$ cat src/dptx_pkg.sv
package dptx_pkg;

    // One word on the message chain
    typedef struct packed
    {
        logic           som;            // Start of message
        logic           eom;            // End of message
        logic [15:0]    dat;            // Target ID in low byte on header
        logic           vld;
    } msg_t;

    // Egress payload word, numbered within the message
    typedef struct packed
    {
        logic [4:0]     idx;            // Payload index, header excluded
        logic           first;
        logic           last;           // Word that carried eom
        logic [15:0]    dat;
        logic           vld;
    } egr_t;

    // Control bundle towards the lane stage
    typedef struct packed
    {
        logic [1:0]     lanes;          // 1 one lane, 2 two lanes, 3 four lanes
        logic           trn_sel;        // Training select
        logic [1:0]     vid_en;         // Video stream enables
        logic           mst;
        logic           scrm_en;
        logic [5:0]     vc0_len;        // Virtual channel lengths
        logic [5:0]     vc1_len;
    } ctl_t;

    // Register index carried in egr.idx
    typedef enum logic [4:0] {REG_MASK = 5'd0, REG_CTL = 5'd1, REG_VC_LEN = 5'd2} reg_idx_e;

    // Bit positions in the control and mask registers
    typedef enum logic [2:0]
    {
        CTL_LANES   = 3'd0,             // Two bits wide
        CTL_TRN_SEL = 3'd2,
        CTL_VID0_EN = 3'd3,
        CTL_VID1_EN = 3'd4,
        CTL_MST     = 3'd5,
        CTL_SCRM_EN = 3'd6
    } ctl_bit_e;

    localparam int          CTL_WIDTH = 7;
    localparam logic [15:0] SCRM_SEED = 16'hffff;  // Scrambler restart value
    localparam logic [15:0] SCRM_TAPS = 16'h0039;  // x^16 + x^5 + x^4 + x^3 + 1

endpackage

$ cat src/dp_msg_egress.sv
`timescale 1ns/10ps

module dp_msg_egress
#(
    parameter int P_ID = 0              // ID this slave answers to
)
(
    input  wire logic       RST_IN,     // Clock
    input  wire logic       CLK_IN,     // Async reset, active high
    input  dptx_pkg::msg_t  msg_in,     // Chain in
    output dptx_pkg::msg_t  msg_out,    // Chain out, one cycle later
    output dptx_pkg::egr_t  egr         // Payload words for this ID
);

    // Message tracking
    typedef enum logic [1:0] {ST_IDLE, ST_SEL, ST_SKIP} state_e;

    state_e     state;
    logic [4:0] idx_cnt;                // Running payload index
    logic       hdr_hit;                // Header addresses this slave

    assign hdr_hit = (msg_in.dat[7:0] == 8'(P_ID));

    // Chain forwarding, every word passes through
    always_ff @(posedge RST_IN or posedge CLK_IN)
    begin
        if (CLK_IN)
            msg_out <= '0;
        else
            msg_out <= msg_in;
    end

    always_ff @(posedge RST_IN or posedge CLK_IN)
    begin
        if (CLK_IN)
        begin
            state   <= ST_IDLE;
            idx_cnt <= '0;
            egr     <= '0;
        end
        else
        begin
            egr.vld <= 1'b0;            // Single cycle strobe
            if (msg_in.vld)
            begin
                if (msg_in.som)
                begin
                    // Header word, a new message always restarts tracking
                    idx_cnt <= '0;
                    if (msg_in.eom)
                        state <= ST_IDLE;   // Header only, nothing to hand out
                    else if (hdr_hit)
                        state <= ST_SEL;
                    else
                        state <= ST_SKIP;
                end
                else
                begin
                    if (state == ST_SEL)
                    begin
                        egr.idx   <= idx_cnt;
                        egr.first <= (idx_cnt == 5'd0);
                        egr.last  <= msg_in.eom;
                        egr.dat   <= msg_in.dat;
                        egr.vld   <= 1'b1;
                        idx_cnt   <= idx_cnt + 5'd1;
                    end
                    if (msg_in.eom)
                        state <= ST_IDLE;   // Message done
                end
            end
        end
    end

endmodule

$ cat src/dptx_ctl.sv
`timescale 1ns/10ps

module dptx_ctl
#(
    parameter bit P_MST = 1'b0          // Build VC length register
)
(
    input  wire logic       RST_IN,     // Clock
    input  wire logic       CLK_IN,     // Async reset
    input  dptx_pkg::egr_t  egr,
    output dptx_pkg::ctl_t  ctl
);

    logic [dptx_pkg::CTL_WIDTH-1:0] msk_r;  // Write mask
    logic [dptx_pkg::CTL_WIDTH-1:0] ctl_r;  // Control register
    logic [11:0]                    vc_len; // {vc1, vc0}
    logic                           wr_msk;
    logic                           wr_ctl;
    logic                           wr_vc;

    // Register select from payload index
    assign wr_msk = egr.vld && (egr.idx == dptx_pkg::REG_MASK);
    assign wr_ctl = egr.vld && (egr.idx == dptx_pkg::REG_CTL);
    assign wr_vc  = egr.vld && (egr.idx == dptx_pkg::REG_VC_LEN);

    // Mask register
    always_ff @(posedge RST_IN or posedge CLK_IN)
    begin
        if (CLK_IN)
            msk_r <= '0;
        else if (wr_msk)
            msk_r <= egr.dat[dptx_pkg::CTL_WIDTH-1:0];
    end

    // Control register, unmasked bits keep their value
    always_ff @(posedge RST_IN or posedge CLK_IN)
    begin
        if (CLK_IN)
            ctl_r <= '0;
        else if (wr_ctl)
            ctl_r <= (ctl_r & ~msk_r) | (egr.dat[dptx_pkg::CTL_WIDTH-1:0] & msk_r);
    end

    // VC lengths, MST builds only
    generate
        if (P_MST)
        begin : gen_vc_len
            always_ff @(posedge RST_IN or posedge CLK_IN)
            begin
                if (CLK_IN)
                    vc_len <= '0;
                else if (wr_vc)
                    vc_len <= {egr.dat[13:8], egr.dat[5:0]};
            end
        end
        else
        begin : gen_no_vc_len
            assign vc_len = '0;         // SST, lengths read zero
        end
    endgenerate

    // Unpack into the bundle
    always_comb
    begin
        ctl.lanes   = ctl_r[dptx_pkg::CTL_LANES +: 2];
        ctl.trn_sel = ctl_r[dptx_pkg::CTL_TRN_SEL];
        ctl.vid_en  = {ctl_r[dptx_pkg::CTL_VID1_EN], ctl_r[dptx_pkg::CTL_VID0_EN]};
        ctl.mst     = ctl_r[dptx_pkg::CTL_MST];
        ctl.scrm_en = ctl_r[dptx_pkg::CTL_SCRM_EN];
        ctl.vc0_len = vc_len[5:0];
        ctl.vc1_len = vc_len[11:6];
    end

endmodule

$ cat src/dptx_lane_scrm.sv
`timescale 1ns/10ps

module dptx_lane_scrm
(
    input  wire logic        RST_IN,        // Clock
    input  wire logic        CLK_IN,        // Async reset
    input  dptx_pkg::ctl_t   ctl,
    input  wire logic [31:0] lane_dat_in,   // Lane 0 in bits 7..0
    input  wire logic        lane_vld_in,
    output logic [31:0]      lane_dat_out,
    output logic             lane_vld_out
);

    logic [15:0] scrm_q;                // Scrambler state
    logic [15:0] scrm_nxt;              // State after eight steps
    logic [7:0]  scrm_key;              // Output bits for this cycle
    logic [3:0]  lane_en;               // Active lane decode
    logic        scrm_on;
    logic        scrm_hold;             // Keep state at seed
    logic [31:0] lane_dat;

    // One serial step, output bit is the top bit
    function automatic logic [15:0] scrm_step(input logic [15:0] s);
        logic [15:0] r;
        r = {s[14:0], 1'b0};
        if (s[15])
            r = r ^ dptx_pkg::SCRM_TAPS;
        return r;
    endfunction

    assign scrm_on   = ctl.scrm_en && !ctl.trn_sel;   // Training data not scrambled
    assign scrm_hold = ctl.trn_sel || !ctl.scrm_en;

    // Eight steps per byte, first bit lands in bit 0
    always_comb
    begin
        scrm_nxt = scrm_q;
        for (int i = 0; i < 8; i++)
        begin
            scrm_key[i] = scrm_nxt[15];
            scrm_nxt    = scrm_step(scrm_nxt);
        end
    end

    always_ff @(posedge RST_IN or posedge CLK_IN)
    begin
        if (CLK_IN)
            scrm_q <= dptx_pkg::SCRM_SEED;
        else if (scrm_hold)
            scrm_q <= dptx_pkg::SCRM_SEED;  // Restart sequence
        else if (lane_vld_in)
            scrm_q <= scrm_nxt;
    end

    // Lane count decode
    always_comb
    begin
        case (ctl.lanes)
            2'd1:    lane_en = 4'b0001;
            2'd2:    lane_en = 4'b0011;
            2'd3:    lane_en = 4'b1111;
            default: lane_en = 4'b0000;     // No lanes
        endcase
    end

    // Same key on every active lane
    always_comb
    begin
        for (int l = 0; l < 4; l++)
        begin
            if (!lane_en[l])
                lane_dat[l*8 +: 8] = 8'h00;
            else if (scrm_on)
                lane_dat[l*8 +: 8] = lane_dat_in[l*8 +: 8] ^ scrm_key;
            else
                lane_dat[l*8 +: 8] = lane_dat_in[l*8 +: 8];
        end
    end

    always_ff @(posedge RST_IN)
    begin
        lane_dat_out <= lane_dat;       // Registered lane bytes
    end

    always_ff @(posedge RST_IN or posedge CLK_IN)
    begin
        if (CLK_IN)
            lane_vld_out <= 1'b0;
        else
            lane_vld_out <= lane_vld_in;
    end

endmodule

$ cat src/dptx_top.sv
`timescale 1ns/10ps

module dptx_top
#(
    parameter int P_ID  = 3,            // Message chain ID
    parameter bit P_MST = 1'b1          // MST support
)
(
    input  wire logic        RST_IN,    // Clock
    input  wire logic        CLK_IN,    // Async reset, active high
    input  dptx_pkg::msg_t   msg_in,    // From host
    output dptx_pkg::msg_t   msg_out,   // Down the chain
    output dptx_pkg::ctl_t   ctl,
    input  wire logic [31:0] lane_dat_in,
    input  wire logic        lane_vld_in,
    output logic [31:0]      lane_dat_out,
    output logic             lane_vld_out
);

    dptx_pkg::egr_t egr;                // Selected payload words

    dp_msg_egress
    #(
        .P_ID           (P_ID)
    )
    i_egress
    (
        .RST_IN         (RST_IN),
        .CLK_IN         (CLK_IN),
        .msg_in         (msg_in),
        .msg_out        (msg_out),
        .egr            (egr)
    );

    dptx_ctl
    #(
        .P_MST          (P_MST)
    )
    i_ctl
    (
        .RST_IN         (RST_IN),
        .CLK_IN         (CLK_IN),
        .egr            (egr),
        .ctl            (ctl)
    );

    dptx_lane_scrm i_lane
    (
        .RST_IN         (RST_IN),
        .CLK_IN         (CLK_IN),
        .ctl            (ctl),
        .lane_dat_in    (lane_dat_in),
        .lane_vld_in    (lane_vld_in),
        .lane_dat_out   (lane_dat_out),
        .lane_vld_out   (lane_vld_out)
    );

endmodule

$ cat config.mk
export PLATFORM = sky130hd
export DESIGN_NAME = dptx_top
export DESIGN_NICKNAME = d
export VERILOG_FILES = /design/src/dptx_pkg.sv /design/src/dp_msg_egress.sv /design/src/dptx_ctl.sv /design/src/dptx_lane_scrm.sv /design/src/dptx_top.sv
export SDC_FILE = /design/constraint.sdc
export NUM_CORES = 1
export LEC_CHECK = 0
export ABC_AREA = 0
export BUFFER_PORTS_ARGS = -buffer_cell sky130_fd_sc_hd__buf_2
export CAP_MARGIN = 30
export CORE_MARGIN = 2
export CORE_UTILIZATION = 50
export CTS_CLUSTER_SIZE = 28
export DETAILED_ROUTE_END_ITERATION = 10
export PLACE_DENSITY = 0.87
export SLEW_MARGIN = 25
export SYNTH_ARGS = -nofsm -noshare
export SYNTH_HDL_FRONTEND = slang
export SYNTH_SLANG_ARGS = --single-unit
export TNS_END_PERCENT = 30
$ cat constraint.sdc
create_clock -name RST_IN -period 3.48 [get_ports RST_IN]
set_clock_uncertainty 0.2 [all_clocks]
set_input_delay 0.696 -clock RST_IN [delete_from_list [all_inputs] [get_ports RST_IN]]
set_output_delay 0.696 -clock RST_IN [all_outputs]
set_load 0.03 [all_outputs]
-- After elaboration in Yosys (flattened, before gate mapping)
Index checks and enable logic that the tools add are counted.
- $add $sub $neg: 1
- equal/unequal tests: 7
- mux-type cells: 24
- bitwise operators: 17
- reduce and logical (&&, ||, !) cells: 14
- operators with widths (kind ; number):
    $mux 6 ; 8
    $mux 16 ; 2
    $mux 8 ; 4
    $not 4->4 ; 8
    $xor 8x8->8 ; 4
    $and 7x7->7 ; 2
    $pmux 4 s3 ; 1
    $mux 5 ; 2
    $eq 8x2->1 const B ; 1
    $mux 2 ; 4
    $not 7->7 ; 1
    $or 7x7->7 ; 1
    $reduce_bool 2->1 ; 3
    $add 5x1->5 const B ; 1
    $eq 5x1->1 const B ; 1
    $eq 5x2->1 const B ; 1
    $logic_not 5->1 ; 1
    $eq 2x1->1 const B ; 2
    $eq 2x2->1 const B ; 2
    $logic_and 1x1->1 ; 4
    $reduce_and 2->1 ; 2
    $mux 1 ; 3
    $reduce_and 3->1 ; 1
    $logic_not 1->1 ; 2
    2 further kinds ; 2
- register bits after elaboration: 121
- bits of input ports: 54

-- Logic depth before layout (Yosys ltp)
- word-level depth: 18
- mapped depth: 5
- depth with buffers taken out: 4

-- Cells and area by module
Synthesis repeated with hierarchy kept, for this count alone.
- cell total of the unflattened synthesis: 374
- area, all modules: 5086.1 um^2
- by module, submodules not included (module ; times used ; cells an instance ; area each (um^2) ; sequential area each (um^2)):
    dptx_lane_scrm ; 1 ; 197 ; 2149.6 ; 1086.0
    dp_msg_egress ; 1 ; 110 ; 1841.8 ; 1251.2
    dptx_ctl ; 1 ; 67 ; 1094.8 ; 650.6

-- Least setup slack after synthesis
OpenSTA, ideal clock, no wires.
- kind: input to register
- from: input port msg_in[18] (netlist bit)
- to: register i_egress.egr[12] (netlist name)
- setup time: 125 ps
- data arrival time: 1743 ps
- setup slack: 1412 ps
- stages: 4
- buffers on the path: 2
- cells stage by stage: nor4bb_1 clkbuf_1 buf_2 mux2_2
- longest elaborated chain between the ends: 2
- RTL lines (what ; line ; source):
    from (decl) ; dptx_top.sv:11 ; input dptx_pkg::msg_t msg_in,
    $not 1->1 (no source line) ; -- ;
    $reduce_and 3->1 (no source line) ; -- ;
No other way between the ends.
A chain may end at the register's enable or synchronous reset.

-- Worst setup path after layout
- from: register i_egress.egr[22] (netlist name)
- to: register i_ctl.vc_len[6]
- longest elaborated chain between the ends: 2
- RTL lines (what ; line ; source):
    $eq 5x2->1 ; dptx_ctl.sv:24 ; assign wr_vc = egr.vld && (egr.idx == dptx_pkg::REG_VC_LEN);
    $logic_and 1x1->1 ; dptx_ctl.sv:24 ;
    to (signal assigned) ; dptx_ctl.sv:53 ; vc_len <= {egr.dat[13:8], egr.dat[5:0]};
    to (decl) ; dptx_ctl.sv:16 ; logic [11:0] vc_len;
No other way between the ends.

==> run summary <==
Initial Util - 50.98%
Unique cell type count in the Yosys netlist - 33
Period utilisation layout - 65.93%
IO Count - 125
Run status - complete, no violations
RSZ-0062 raised after global routing - false
First-pass GRT wire length - 15700 um
Largest net degree at the start of global routing - 77
Post-Syn Instances - 357
Worst Tran Pin Value - 0.8227 ns
Hold WC Path Type - primary input to register
Clock latency on the worst-skew pair - 0.51 ns
Std-Cell Rows - 35
Post-synthesis register bit count - 120
Worst r2r src - i_egress.egr[22]$_DFFE_PP0P_
Layout cells sized above 1 - 43.95%
DR iter-0 viols - 115
Die ar. - 0.01007 sq mm
Synth Cell Area - 0.004643 sq mm
GR Util met2 - 35.57%
Fin area - 0.005942 sq mm
Detail Route Antenna Nets - 0
Grt met1 use - 24.35%
Drt drc - 0
Commonest non-fill, non-tap cell in the layout - buf_2
Die height - 100.4 um
Crit Path Class - register to register
Worst EP arrival - 2.49 ns
Vias - 3070
Vias in the first global route - 3192
Setup_tns - 0 ns
Max clock buf depth - 2
First-pass detailed-route iteration total - 4
YS warnings - 0
PD cells - 535.8 mW/mm^2
Core Util, Final - 65.23%
Per-cell routed wire length - 15.96 um
CTS sink count - 120
Total gr overflow - 0
Final worst setup slack - 1.186 ns
Post-cts resize count - 0
GRT met3 Usage - 6.128%
Area Growth Syn to Fin - 27.97%
Worst setup SP type - register
Placement Cell Area - 0.005371 sq mm
Setup violators final - 0
Peak supply drop - 0.3501 mV
CTS buffer count - 17
Final hold vios - 0
Initial antenna violation count - 0
Port Buffers - 124
Layout fillers - 676
H-tree depth - 4
Syn_area_per_cell - 13.01 sq um
Most frequent cells in the layout - buf_2 (124), dfrtp_1 (72), mux2_2 (37)
Avg Vias per Cell - 5.058
CP max FO - 12
Pins over their slew limit - 0
Minimum clock period - 2.294 ns
Die X - 100.4 um
Tot GR Track Use - 20.44%
HPWL Detailed - 6754 um
Pwr Total - 3.184 mW
Core Area - 0.009109 sq mm
Pleak - 2.909 nW
Relative slew slack - 45.04%
Peak Freq - 435.9 MHz
Req. time, crit path - 3.67 ns
Post-synthesis sequential area ratio - 61.65%
CP Launch Point - i_egress.egr[22]$_DFFE_PP0P_
Number of max-cap violations - 0
Clock root buffer - clkbuf_8
Postcts setup bufs - 0
Critical Path End Type - register
Dpl ws - 1.190 ns
Nets - 538
Startpoint of the worst hold path - msg_in[16]
GP Congestion - 0.8098
Inserted Diodes - 0
Total Wirelength - 9690 um
GRT busiest layer - met2
Mapped Nets - 412
CTS clk-pin slew, worst paths - 0.06 ns
CTS tree - done
==> per-layer routing <==
| layer | share of wire [%] | vias up | wire [um] |
|---|---|---|---|
| met5 | 0 | - | 0 |
| li1 | - | 1444 | - |
| met4 | 0.74 | 0 | 72 |
| met3 | 5.4 | 10 | 525 |
| met1 | 42 | 1513 | 4030 |
| met2 | 52 | 103 | 5062 |
==> path summary, 6_finish.rpt <==
check | endpoint | slack [ns] | cells after the start
worst min-delay path | i_egress.msg_out[16]$_DFF_PP0_ | 0.09 | 1
worst max register to register | i_ctl.vc_len[6]$_DFFE_PP0P_ | 1.19 | 3
worst max-delay path | i_ctl.vc_len[6]$_DFFE_PP0P_ | 1.19 | 3
max in group asynchronous | i_lane.scrm_q[12]$_DFFE_PP1P_ | 1.94 | 4
min in group asynchronous | i_lane.lane_vld_out$_DFF_PP0_ | 0.45 | 3
worst min register to register | i_egress.egr[14]$_DFFE_PP0P_ | 0.30 | 1
==> sequential cells by signal (all words and copies together), names as in the netlist, named ones only <==
signal               count
i_ctl.msk_r              7
i_egress.idx_cnt         5
i_egress.msg_out        19
i_egress.state           2
i_lane.lane_vld_out      1
i_ctl.vc_len            12
i_lane.lane_dat_out     32
i_egress.egr            19
i_lane.scrm_q           16
==> final cells by class <==
type	count	area, sq um	share of cell area (%)
clock buffers	19	431.7	7.265
clock inverters	13	128.9	2.169
inverters	3	12.51	0.2106
multi-input cells	213	1702	28.64
flip-flops and latches	120	2863	48.18
well taps	111	138.9	2.337
repair buffers	128	665.6	11.20
==> worst max-delay path, stage by stage (launching register included) <==
cell and delay [ns]:
dfrtp_1 0.41, nor3b_4 0.37, nand4bb_1 0.67, mux2_2 0.53
==> synthesized netlist by cell type <==
cell | count | area (sq um)
dfrtp_1 | 72 | 1802
mux2_2 | 37 | 416.7
nor2_1 | 33 | 123.9
dfxtp_1 | 32 | 640.6
xnor2_1 | 29 | 254.0
xor2_1 | 26 | 227.7
clkbuf_1 | 17 | 63.81
dfstp_2 | 16 | 420.4
nand2_1 | 11 | 41.29
and2_1 | 9 | 56.30
nand3_1 | 9 | 45.04
nand3b_1 | 9 | 67.56
mux2i_1 | 8 | 80.08
mux2_4 | 7 | 105.1
a22oi_1 | 6 | 45.04
nor2b_1 | 6 | 37.54
o21ai_0 | 6 | 30.03
a22o_1 | 3 | 26.28
buf_2 | 3 | 15.01
inv_1 | 3 | 11.26
a211o_1 | 2 | 17.52
nor4bb_1 | 2 | 20.02
a21o_1 | 1 | 7.510
a21oi_1 | 1 | 5.000
buf_1 | 1 | 3.750
ha_1 | 1 | 12.51
nand2b_1 | 1 | 6.260
nand4bb_1 | 1 | 11.26
nor3b_1 | 1 | 7.510
nor3b_4 | 1 | 18.77
nor4_1 | 1 | 6.260
o21a_1 | 1 | 7.510
or4b_1 | 1 | 10.01
==> logic make-up (layout without fill, tap and decap cells) <==
| family | Yosys count | in the layout | synth area share, % |
|---|---|---|---|
| flops | 120 | 120 | 61.65 |
| simple gates | 85 | 85 | 9.728 |
| xor+xnor | 55 | 55 | 10.37 |
| mux | 52 | 52 | 12.96 |
| buf+inv | 24 | 163 | 2.021 |
| compound gates | 20 | 20 | 2.991 |
| fa+ha+maj | 1 | 1 | 0.2694 |
==> per-stage QoR <==
stage | instances | hold slack [ns]
2_1_floorplan | 357 | 0.2766
3_3_place_gp | 574 | 0.2861
3_5_place_dp | 574 | 0.2917
4_1_cts | 607 | 0.07046
5_1_grt | 607 | 0.06821
6_report | 607 | 0.09389
==> power breakdown <==
group / leakage, nW / internal (mW) / switching (mW)
Combinational: 1.26 / 0.0484 / 0.0805
Clock: 0.263 / 1.03 / 0.614
Sequential: 1.38 / 1.41 / 0.00610
Total: 2.91 / 2.48 / 0.701
==> timing repair <==
item | in CTS | in global routing
hold endpoints to repair | 3 | 0
hold buffers | 1 | 0
setup endpoints to repair | 0 | 0
Power figures use the tool's default switching activity.
